$ cat src/hdl/spi_flash_pkg.sv
package spi_flash_pkg;

    // ************************************************************************
    // Sizes
    // ************************************************************************

    // Serial clocks per transferred byte
    localparam int BYTE_BITS = 8;
    // Attached flash devices, one select each
    localparam int NCS_COUNT = 3;
    // Chip-select index width
    localparam int CS_INDEX_BITS = 4;
    // Dummy-cycle count width
    localparam int DUMMY_BITS = 5;

    // ************************************************************************
    // Types
    // ************************************************************************

    typedef logic [BYTE_BITS-1:0] byte_t;
    typedef logic [CS_INDEX_BITS-1:0] cs_index_t;
    // Active-low selects
    typedef logic [NCS_COUNT-1:0] ncs_t;
    typedef logic [DUMMY_BITS-1:0] dummy_t;
    // One spare bit above the byte count
    typedef logic [$clog2(BYTE_BITS):0] bit_cnt_t;

    // One beat of the command stream
    typedef struct packed {
        logic  sop;
        logic  eop;
        byte_t data;
    } cmd_beat_t;

    // Sequencer states
    typedef enum logic [3:0] {
        idle,
        opcode,
        load_data,
        write_data,
        dummy,
        turnaround,
        read_data,
        load_read,
        pre_complete,
        complete
    } seq_state_t;

    // Strobes to the transmit shifter
    typedef struct packed {
        logic load;
        logic shift;
    } tx_ctrl_t;

endpackage

$ cat src/hdl/spi_sequencer.sv
`timescale 1ns/100ps

module spi_sequencer (
    input  logic                     clk,
    input  logic                     reset,
    input  logic                     cmd_valid,
    input  spi_flash_pkg::cmd_beat_t cmd,
    output logic                     cmd_ready,
    input  logic                     require_rdata,
    input  spi_flash_pkg::dummy_t    dummy_cycles,
    input  spi_flash_pkg::cs_index_t chip_select,
    output spi_flash_pkg::tx_ctrl_t  tx_ctrl,
    output logic                     rx_capture,
    output spi_flash_pkg::ncs_t      ncs
);
    import spi_flash_pkg::*;

    seq_state_t state;
    seq_state_t state_next;
    seq_state_t write_exit;
    logic       start;
    logic       load;
    logic       last_data;
    logic       need_dummy;
    bit_cnt_t   bit_cnt;
    logic       byte_phase;
    logic       bit_done;
    dummy_t     dummy_cnt;
    logic       dummy_done;
    logic       ncs_active;
    ncs_t       ncs_next;

    // Start beat seen in idle
    assign start = (state == idle) && cmd_valid && cmd.sop;
    // Any byte taken into the transmit shifter
    assign load = start || ((state == load_data) && cmd_valid);

    // End marker of the command held until the transaction closes
    always_ff @(posedge clk or posedge reset) begin
        if (reset) begin
            last_data <= 1'b0;
        end else if (load && cmd.eop) begin
            last_data <= 1'b1;
        end else if (state == complete) begin
            last_data <= 1'b0;
        end
    end

    // Dummy phase wanted for this transaction
    always_ff @(posedge clk or posedge reset) begin
        if (reset) begin
            need_dummy <= 1'b0;
        end else if (start) begin
            need_dummy <= (dummy_cycles != '0);
        end
    end

    // ************************************************************************
    // Command FSM
    // ************************************************************************

    // Where a finished write byte leads
    always_comb begin
        if (!last_data) begin
            write_exit = load_data;
        end else if (!require_rdata) begin
            write_exit = pre_complete;
        end else if (need_dummy) begin
            write_exit = dummy;
        end else begin
            write_exit = turnaround;
        end
    end

    always_comb begin
        state_next = state;
        cmd_ready  = 1'b0;
        case (state)
            idle: begin
                cmd_ready = 1'b1;
                if (cmd_valid && cmd.sop) begin
                    state_next = opcode;
                end
            end
            opcode, write_data: begin
                if (bit_done) begin
                    state_next = write_exit;
                end
            end
            load_data: begin
                // Waits here while the source stalls
                cmd_ready = 1'b1;
                if (cmd_valid) begin
                    state_next = write_data;
                end
            end
            dummy: begin
                if (dummy_done) begin
                    state_next = turnaround;
                end
            end
            turnaround: state_next = read_data;
            read_data: begin
                if (bit_done) begin
                    state_next = load_read;
                end
            end
            // Read continuation decided only at byte boundary
            load_read: state_next = require_rdata ? read_data : complete;
            pre_complete: state_next = complete;
            complete: state_next = idle;
            default: state_next = idle;
        endcase
    end

    always_ff @(posedge clk or posedge reset) begin
        if (reset) begin
            state <= idle;
        end else begin
            state <= state_next;
        end
    end

    // Shift also runs past the last bit so mosi falls back to zero
    assign tx_ctrl.load  = load;
    assign tx_ctrl.shift = state inside {opcode, write_data, dummy, turnaround, pre_complete};
    // Assembly register is full at the end of this cycle
    assign rx_capture = (state == load_read);

    // ************************************************************************
    // Bit and dummy counters
    // ************************************************************************

    assign byte_phase = state inside {opcode, write_data, read_data};
    assign bit_done   = byte_phase && (bit_cnt == '0);

    // Seven counted cycles plus the load cycle make one byte
    // First read byte gets one extra cycle for the turnaround sample
    always_ff @(posedge clk or posedge reset) begin
        if (reset) begin
            bit_cnt <= '0;
        end else if (load || (state == load_read)) begin
            bit_cnt <= bit_cnt_t'(BYTE_BITS - 2);
        end else if (state == turnaround) begin
            bit_cnt <= bit_cnt_t'(BYTE_BITS - 1);
        end else if (byte_phase && !bit_done) begin
            bit_cnt <= bit_cnt - 1'b1;
        end
    end

    assign dummy_done = (state == dummy) && (dummy_cnt == '0);

    // Preset outside the dummy phase and counts down inside it
    always_ff @(posedge clk or posedge reset) begin
        if (reset) begin
            dummy_cnt <= '0;
        end else if (state != dummy) begin
            dummy_cnt <= dummy_cycles - 1'b1;
        end else if (!dummy_done) begin
            dummy_cnt <= dummy_cnt - 1'b1;
        end
    end

    // ************************************************************************
    // Chip selects launched on the falling edge
    // ************************************************************************

    assign ncs_active = !(state inside {idle, complete});

    // One-hot decode inverted for active low
    always_comb begin
        for (int i = 0; i < NCS_COUNT; i++) begin
            ncs_next[i] = !(ncs_active && (chip_select == cs_index_t'(i)));
        end
    end

    always_ff @(negedge clk or posedge reset) begin
        if (reset) begin
            ncs <= '1;
        end else begin
            ncs <= ncs_next;
        end
    end

    // A beat offered in idle has to open a command
    start_beat_a: assert property (
        @(posedge clk) disable iff (reset)
        (cmd_valid && (state == idle)) |-> cmd.sop
    );

    // Selected device stays put while the transaction runs
    select_stable_a: assert property (
        @(posedge clk) disable iff (reset)
        (state != idle) |-> $stable(chip_select)
    );

endmodule

$ cat src/hdl/spi_tx_shifter.sv
`timescale 1ns/100ps

module spi_tx_shifter (
    input  logic                     clk,
    input  logic                     reset,
    input  spi_flash_pkg::tx_ctrl_t  tx_ctrl,
    input  spi_flash_pkg::cmd_beat_t cmd,
    output logic                     mosi
);
    import spi_flash_pkg::*;

    // Outgoing byte, MSB on top
    byte_t out_byte;

    // ************************************************************************
    // Byte register
    // ************************************************************************

    // Taken on the accepting rising edge, so the beat is stable
    // Zeros fill from below, keeping the line low once a byte is out
    always_ff @(posedge clk or posedge reset) begin
        if (reset) begin
            out_byte <= '0;
        end else if (tx_ctrl.load) begin
            out_byte <= cmd.data;
        end else if (tx_ctrl.shift) begin
            out_byte <= {out_byte[BYTE_BITS-2:0], 1'b0};
        end
    end

    // ************************************************************************
    // Data line
    // ************************************************************************

    // Relaunched half a cycle later
    // Each bit is stable across the flash's rising-edge sample
    always_ff @(negedge clk or posedge reset) begin
        if (reset) begin
            mosi <= 1'b0;
        end else begin
            mosi <= out_byte[BYTE_BITS-1];
        end
    end

endmodule

$ cat src/hdl/spi_rx_shifter.sv
`timescale 1ns/100ps

module spi_rx_shifter (
    input  logic                 clk,
    input  logic                 reset,
    input  logic                 miso,
    input  logic                 rx_capture,
    output logic                 rsp_valid,
    output spi_flash_pkg::byte_t rsp_data
);
    import spi_flash_pkg::*;

    // Last eight miso samples, newest at bit 0
    byte_t asm_byte;
    // Capture strobe, one cycle late
    logic  capture_q;

    // ************************************************************************
    // Input sampling
    // ************************************************************************

    // Free running, the sequencer picks the byte boundary
    always_ff @(posedge clk) begin
        asm_byte <= {asm_byte[BYTE_BITS-2:0], miso};
    end

    // Last bit lands in asm_byte on the edge that ends the capture cycle
    always_ff @(posedge clk or posedge reset) begin
        if (reset) begin
            capture_q <= 1'b0;
        end else begin
            capture_q <= rx_capture;
        end
    end

    // ************************************************************************
    // Response register
    // ************************************************************************

    always_ff @(posedge clk or posedge reset) begin
        if (reset) begin
            rsp_valid <= 1'b0;
        end else begin
            rsp_valid <= capture_q;
        end
    end

    // Holds between pulses
    always_ff @(posedge clk) begin
        if (capture_q) begin
            rsp_data <= asm_byte;
        end
    end

    // Responses are single pulses, no back-pressure
    rsp_pulse_a: assert property (
        @(posedge clk) disable iff (reset)
        rsp_valid |=> !rsp_valid
    );

endmodule

$ cat src/hdl/spi_flash_master.sv
`timescale 1ns/100ps

module spi_flash_master (
    input  logic                     clk,
    input  logic                     reset,

    // Command stream
    input  logic                     cmd_valid,
    input  spi_flash_pkg::cmd_beat_t cmd,
    output logic                     cmd_ready,
    input  logic                     require_rdata,
    input  spi_flash_pkg::dummy_t    dummy_cycles,
    input  spi_flash_pkg::cs_index_t chip_select,

    // Read responses
    output logic                     rsp_valid,
    output spi_flash_pkg::byte_t     rsp_data,

    // Flash pins, serial clock is clk
    output spi_flash_pkg::ncs_t      ncs,
    output logic                     mosi,
    input  logic                     miso
);
    import spi_flash_pkg::*;

    tx_ctrl_t tx_ctrl;
    logic     rx_capture;

    // FSM, counters and selects
    spi_sequencer sequencer_i (
        .clk           (clk),
        .reset         (reset),
        .cmd_valid     (cmd_valid),
        .cmd           (cmd),
        .cmd_ready     (cmd_ready),
        .require_rdata (require_rdata),
        .dummy_cycles  (dummy_cycles),
        .chip_select   (chip_select),
        .tx_ctrl       (tx_ctrl),
        .rx_capture    (rx_capture),
        .ncs           (ncs)
    );

    // Outgoing data line
    spi_tx_shifter tx_shifter_i (
        .clk     (clk),
        .reset   (reset),
        .tx_ctrl (tx_ctrl),
        .cmd     (cmd),
        .mosi    (mosi)
    );

    // Incoming data line
    spi_rx_shifter rx_shifter_i (
        .clk        (clk),
        .reset      (reset),
        .miso       (miso),
        .rx_capture (rx_capture),
        .rsp_valid  (rsp_valid),
        .rsp_data   (rsp_data)
    );

endmodule

$ cat config.mk
export PLATFORM = sky130hd
export DESIGN_NAME = spi_flash_master
export DESIGN_NICKNAME = d
export VERILOG_FILES = /design/src/hdl/spi_flash_pkg.sv /design/src/hdl/spi_sequencer.sv /design/src/hdl/spi_tx_shifter.sv /design/src/hdl/spi_rx_shifter.sv /design/src/hdl/spi_flash_master.sv
export SDC_FILE = /design/constraint.sdc
export NUM_CORES = 1
export LEC_CHECK = 0
export BUFFER_PORTS_ARGS = -buffer_cell sky130_fd_sc_hd__buf_4
export CORE_MARGIN = 3
export CORE_UTILIZATION = 49
export DETAILED_ROUTE_END_ITERATION = 8
export PLACE_DENSITY = 0.75
export SYNTH_ARGS = -nofsm -noshare
export SYNTH_HDL_FRONTEND = slang
export SYNTH_SLANG_ARGS = --single-unit
$ cat constraint.sdc
create_clock -name clk -period 2 [get_ports clk]
set_clock_uncertainty 0.1 [all_clocks]
set_input_delay 0.2 -clock clk [delete_from_list [all_inputs] [get_ports clk]]
set_output_delay 0.2 -clock clk [all_outputs]
set_load 0.01 [all_outputs]
# Word-level counts from Yosys, hierarchy flattened
# Cells that the tools add are included.
[word_totals]
inputBits = 24
register_bits = 45
word_cells = 85
[classes]
addsub = 3
eq_ne = 18
muxes = 20
reduce_logical = 32
[op_table]
columns = ["cell", "count"]
rows = [
  ["$mux W4", 11],
  ["$pmux W4 S8", 1],
  ["$eq A4 B3 Y1 const B", 4],
  ["$mux W8", 2],
  ["$eq A4 B2 Y1 const B", 3],
  ["$logic_not A4 Y1", 3],
  ["$logic_and A1 B1 Y1", 11],
  ["$mux W5", 2],
  ["$reduce_bool A5 Y1", 2],
  ["$sub A5 B1 Y5 const B", 2],
  ["$eq A4 B1 Y1 const B", 2],
  ["$eq A4 B4 Y1 const B", 2],
  ["$ne A2 B1 Y1 const B", 3],
  ["$ne A2 B2 Y1 const B", 3],
  ["$reduce_bool A2 Y1", 3],
  ["$reduce_bool A3 Y1", 2],
  ["$logic_not A1 Y1", 5],
  ["$logic_not A5 Y1", 1],
  ["$reduce_and A5 Y1", 1],
  ["$mux W1", 4],
  ["$ne A4 B3 Y1 const B", 1],
  ["$reduce_or A2 Y1", 2],
  ["$sub A4 B1 Y4 const B", 1],
  ["$logic_or A1 B1 Y1", 2],
]

# Longest topological paths before layout
[depth]
depth_word = 8
depth_mapped = 7
mapped_depth_nobuf = 6

# Modules after synthesis
# Synthesis repeated with hierarchy kept, for this count alone.
[unflattened]
cells_unflattened = 184
hier_area_um2 = 2069.5
[by_module_without_submodules]
columns = ["mod", "cells_each", "area_each_um2", "instances"]
rows = [
  ["spi_sequencer", 129, 1217.4, 1],
  ["spi_rx_shifter", 19, 454.2, 1],
  ["spi_tx_shifter", 36, 397.9, 1],
]

==> impl_summary.txt <==
----------------------------------------------------
[Status]
  Outcome ... finished, violations left
  Violations in the final reports ... setup timing

[Floorplan]
  Standard-cell rows ... 22
  Full die area ... 4980 um^2
  Area of the core ... 3830 um^2
  Initial cell density of the core ... 53.3%
  Overall die width ... 70.5 um
  Number of top-level pins ... 38
  Y dimension of the die ... 70.5 um

[STA]
  Slew HR ... 76.0%
  Setup violation total in the final timing report ... 9
  Least-Margin Pin Slew ... 0.360 ns
  Unrepaired setup endpoints after global routing ... yes
  Number of pins with negative max-slew slack in the final report ... 0
  Worst Slack Setup Final ... -0.396 ns
  Post-route worst hold slack ... 0.0138 ns
  Hold Vio Cnt, Final ... 0

[Finish]
  ANT cells ... 0
  Area delta synth->final ... 33.0%
  Post-layout net count ... 271
  Commonest cells after routing, fill and taps aside ... 54 x buf_4, 23 x dfrtp_1, 17 x nand2_1
  Filler Cells Inserted ... 281
  Most frequent standard cell in the layout excluding fill and tap cells ... buf_4
  Count of non-filler cells in the finished layout ... 293
  Fraction of final layout cells with drive strength greater than 1 ... 36.7%

[Clocking]
  Clock tree from TritonCTS ... yes
  Cts bufs inserted ... 5
  CTS clk-pin slew, worst paths ... 0.08 ns
  Clk root buf ... clkbuf_8
  H-Tree Level Count ... 2
  Max Buffers Root-to-Sink ... 2
  Worst-Skew Late Latency ... 0.30 ns
  Clock sink count ... 45

[GRT]
  Aggregate global-route resource usage ... 18.1%
  Via count of the first global-routing pass ... 1620
  Initial antenna violation count ... 0
  Maximum number of pins on one net before global-route repair ... 25
  Global-route wire length before repair ... 7.33 mm
  Overflow after GRT ... 0

[Yosys]
  Number of enable flip-flop cells after synthesis ... 8
  FF+latch count, synth ... 45
  Sequential-to-total area share from yosys stat ... 55.4%
  Number of standard cells after synthesis ... 182
  Post-synthesis mux area share ... 7.73%
  Post-synthesis simple-gate area fraction ... 17.5%
  Number of unique standard cell types used by synthesis ... 52
  Proportion of synthesized flip-flops having asynchronous set or reset ... 64.4%
  Syn avg cell area ... 11.2 um^2
  Area share of xor/xnor cells in the synthesized design ... 1.29%
  Post-synthesis net count ... 209
  Adder and majority cell fraction of the synthesized area ... 1.84%
  Number of warnings issued by yosys ... 0
  Compound-Gate Fraction of Synth Area ... 12.7%
  Main combinational cell family by area after synthesis ... simple AND/OR/NAND/NOR gates
  Post-synthesis cell area ... 2040 um^2
  Dominant register cell in the synthesized netlist ... dfrtp_1

[Pwr]
  Part of the total power dissipated in sequential elements ... 35.8%
  Portion of total power attributed to combinational logic ... 46.6%
  Maximum vdd ir drop ... 0.711 mV
  Net Sw Power ... 1330 uW
  Sw Ratio ... 35.5%
  Leakage power ... 0.00120 uW
  Cell internal power dissipation ... 2410 uW
  Clock share of power ... 17.5%
  Pwr/cell area ... 1380 nW/um^2

[Placed design]
  Number of placed instances with taps included ... 274
  Placer Congestion ... 0.854
  Detail Placement HPWL ... 3.16 mm
  PortBufs ... 37

[Run]
  Max-capacitance violation count ... 0

[Routing]
  Number of iterations in the first detailed-routing pass ... 4
  Total via count in the routed design ... 1624
  Drt wl/cell ... 14.6 um
  Iteration-0 DRC count of the detailed router ... 111
  Total wirelength of the detailed-routed design ... 4.28 mm
  Residual antenna-violating net count after detailed routing ... 0
  Via/cell ratio ... 5.54
  Detailed-route DRC error count ... 0

[Setup path]
  Startpoint-to-endpoint class of the critical path ... reg -> reg
  Data required, critical path ... 1.17 ns
  Crit. End Element ... register
  CP Max Fanout ... 3
  Endpoint arrival time on the critical path ... 1.56 ns
  Startpoint type of the worst setup path ... register

[Min path]
  Worst min-delay path category ... in -> reg

----------------------------------------------------
==> power groups by stage <==
| stage | registers [uW] | clock network (uW) | logic, uW |
|---|---|---|---|
| finish | 1340 | 655 | 1740 |
| global route | 1380 | 719 | 1920 |
| detailed placement | 1360 | 12.5 | 1550 |
| CTS | 1340 | 668 | 1640 |
| floorplan | 1350 | 12.5 | 1100 |
| global placement | 1340 | 12.5 | 1470 |
==> worst max-delay path, cell delays in order (launching register included) <==
cell and delay (ns):
dfrtp_2 0.38, buf_6 0.11, nand2b_4 0.04, a311o_1 0.38, or3b_1 0.36
==> registers in the layout (all words and copies together) (netlist names) <==
signal	count
sequencer_i.dummy_cnt	5
rx_shifter_i.rsp_valid	1
tx_shifter_i.out_byte	8
sequencer_i.bit_cnt	4
sequencer_i.last_data	1
sequencer_i.state	4
rx_shifter_i.rsp_data	8
rx_shifter_i.capture_q	1
tx_shifter_i.mosi	1
sequencer_i.ncs	3
sequencer_i.need_dummy	1
rx_shifter_i.asm_byte	8
==> Yosys cell counts (all sizes together) (2+ instances only) <==
cell	instances	area share, %
o21ai	16	4.1
nand2b	6	1.8
dfstp	3	3.9
nor2	12	2.2
nor3b	2	0.74
inv	5	0.92
clkbuf	3	0.55
dfxtp	8	7.8
nor2b	2	0.61
or3b	2	0.86
o22ai	2	0.61
nand2	17	3.1
or3	6	1.8
mux2	3	1.8
o221ai	2	0.86
a211o	2	0.86
nor3	4	1.2
nand3	3	0.98
buf	6	2.1
a21boi	3	1.1
dfrtp	25	31
ha	3	1.8
a21oi	6	1.5
o21a	2	0.74
xnor2	2	0.86
nand3b	2	0.74
edfxtp	8	12
mux2i	12	5.9
==> kinds of logic after synthesis <==
kind of cell | Yosys count
compound gates | 40
xor+xnor | 3
fa+ha+maj | 3
buf+inv | 14
flops | 45
mux | 15
simple gates | 62
==> worst paths after layout <==
check / from / end / slack (ns) / cells after the start
setup / recovery: sequencer_i.state[3] / sequencer_i.ncs[2] / -0.40 / 4
hold / removal: cmd[2] / tx_shifter_i.out_byte[2] / 0.01 / 3
setup reg to reg: sequencer_i.state[3] / sequencer_i.ncs[2] / -0.40 / 4
hold reg to reg: rx_shifter_i.asm_byte[1] / rx_shifter_i.asm_byte[2] / 0.25 / 0
max in group asynchronous: reset / sequencer_i.ncs[1] / 0.31 / 3
min in group asynchronous: reset / rx_shifter_i.rsp_valid / 0.27 / 3
==> final cells by class <==
class	instances	area, um^2	area share [%]
Sequential cell	45	1130	41.7
Multi-Input combinational cell	123	897	33.0
Tap cell	48	60.1	2.21
Inverter	4	15.0	0.553
Timing Repair Buffer	62	493	18.2
Clock inverter	5	23.8	0.876
Clock buffer	6	93.8	3.46
==> timing repair <==
action                     4_1_cts  5_1_grt
pin swaps                        4        4
setup endpoints to repair        9       14
hold buffers                     2        0
hold endpoints to repair         2        0
setup buffers                    4        4
gates resized for setup          9        8
==> per-layer routing <==
metal  vias to the layer above  wire, um  GRT usage [%]
met5                         -         0              0
met4                         0        42           5.01
met3                         6       219           4.55
met2                        46      2310           32.7
met1                       797      1700           21.5
li1                        775         -              -
==> stage by stage <==
step | TNS (ns) | setup WS [ns] | total power (uW) | utilization, % | area (um^2)
2_1_floorplan | -1.13 | -0.462 | 2470 | - | 2060
3_3_place_gp | -1.01 | -0.406 | 2820 | 64.2 | 2450
3_5_place_dp | -1.27 | -0.454 | 2920 | 64.2 | 2450
4_1_cts | -2.05 | -0.389 | 3650 | 69.4 | 2660
5_1_grt | -2.69 | -0.434 | 4020 | 71.0 | 2720
6_report | -2.16 | -0.396 | 3740 | 71.0 | 2720
Note: power is estimated with default switching activity, not from simulation.
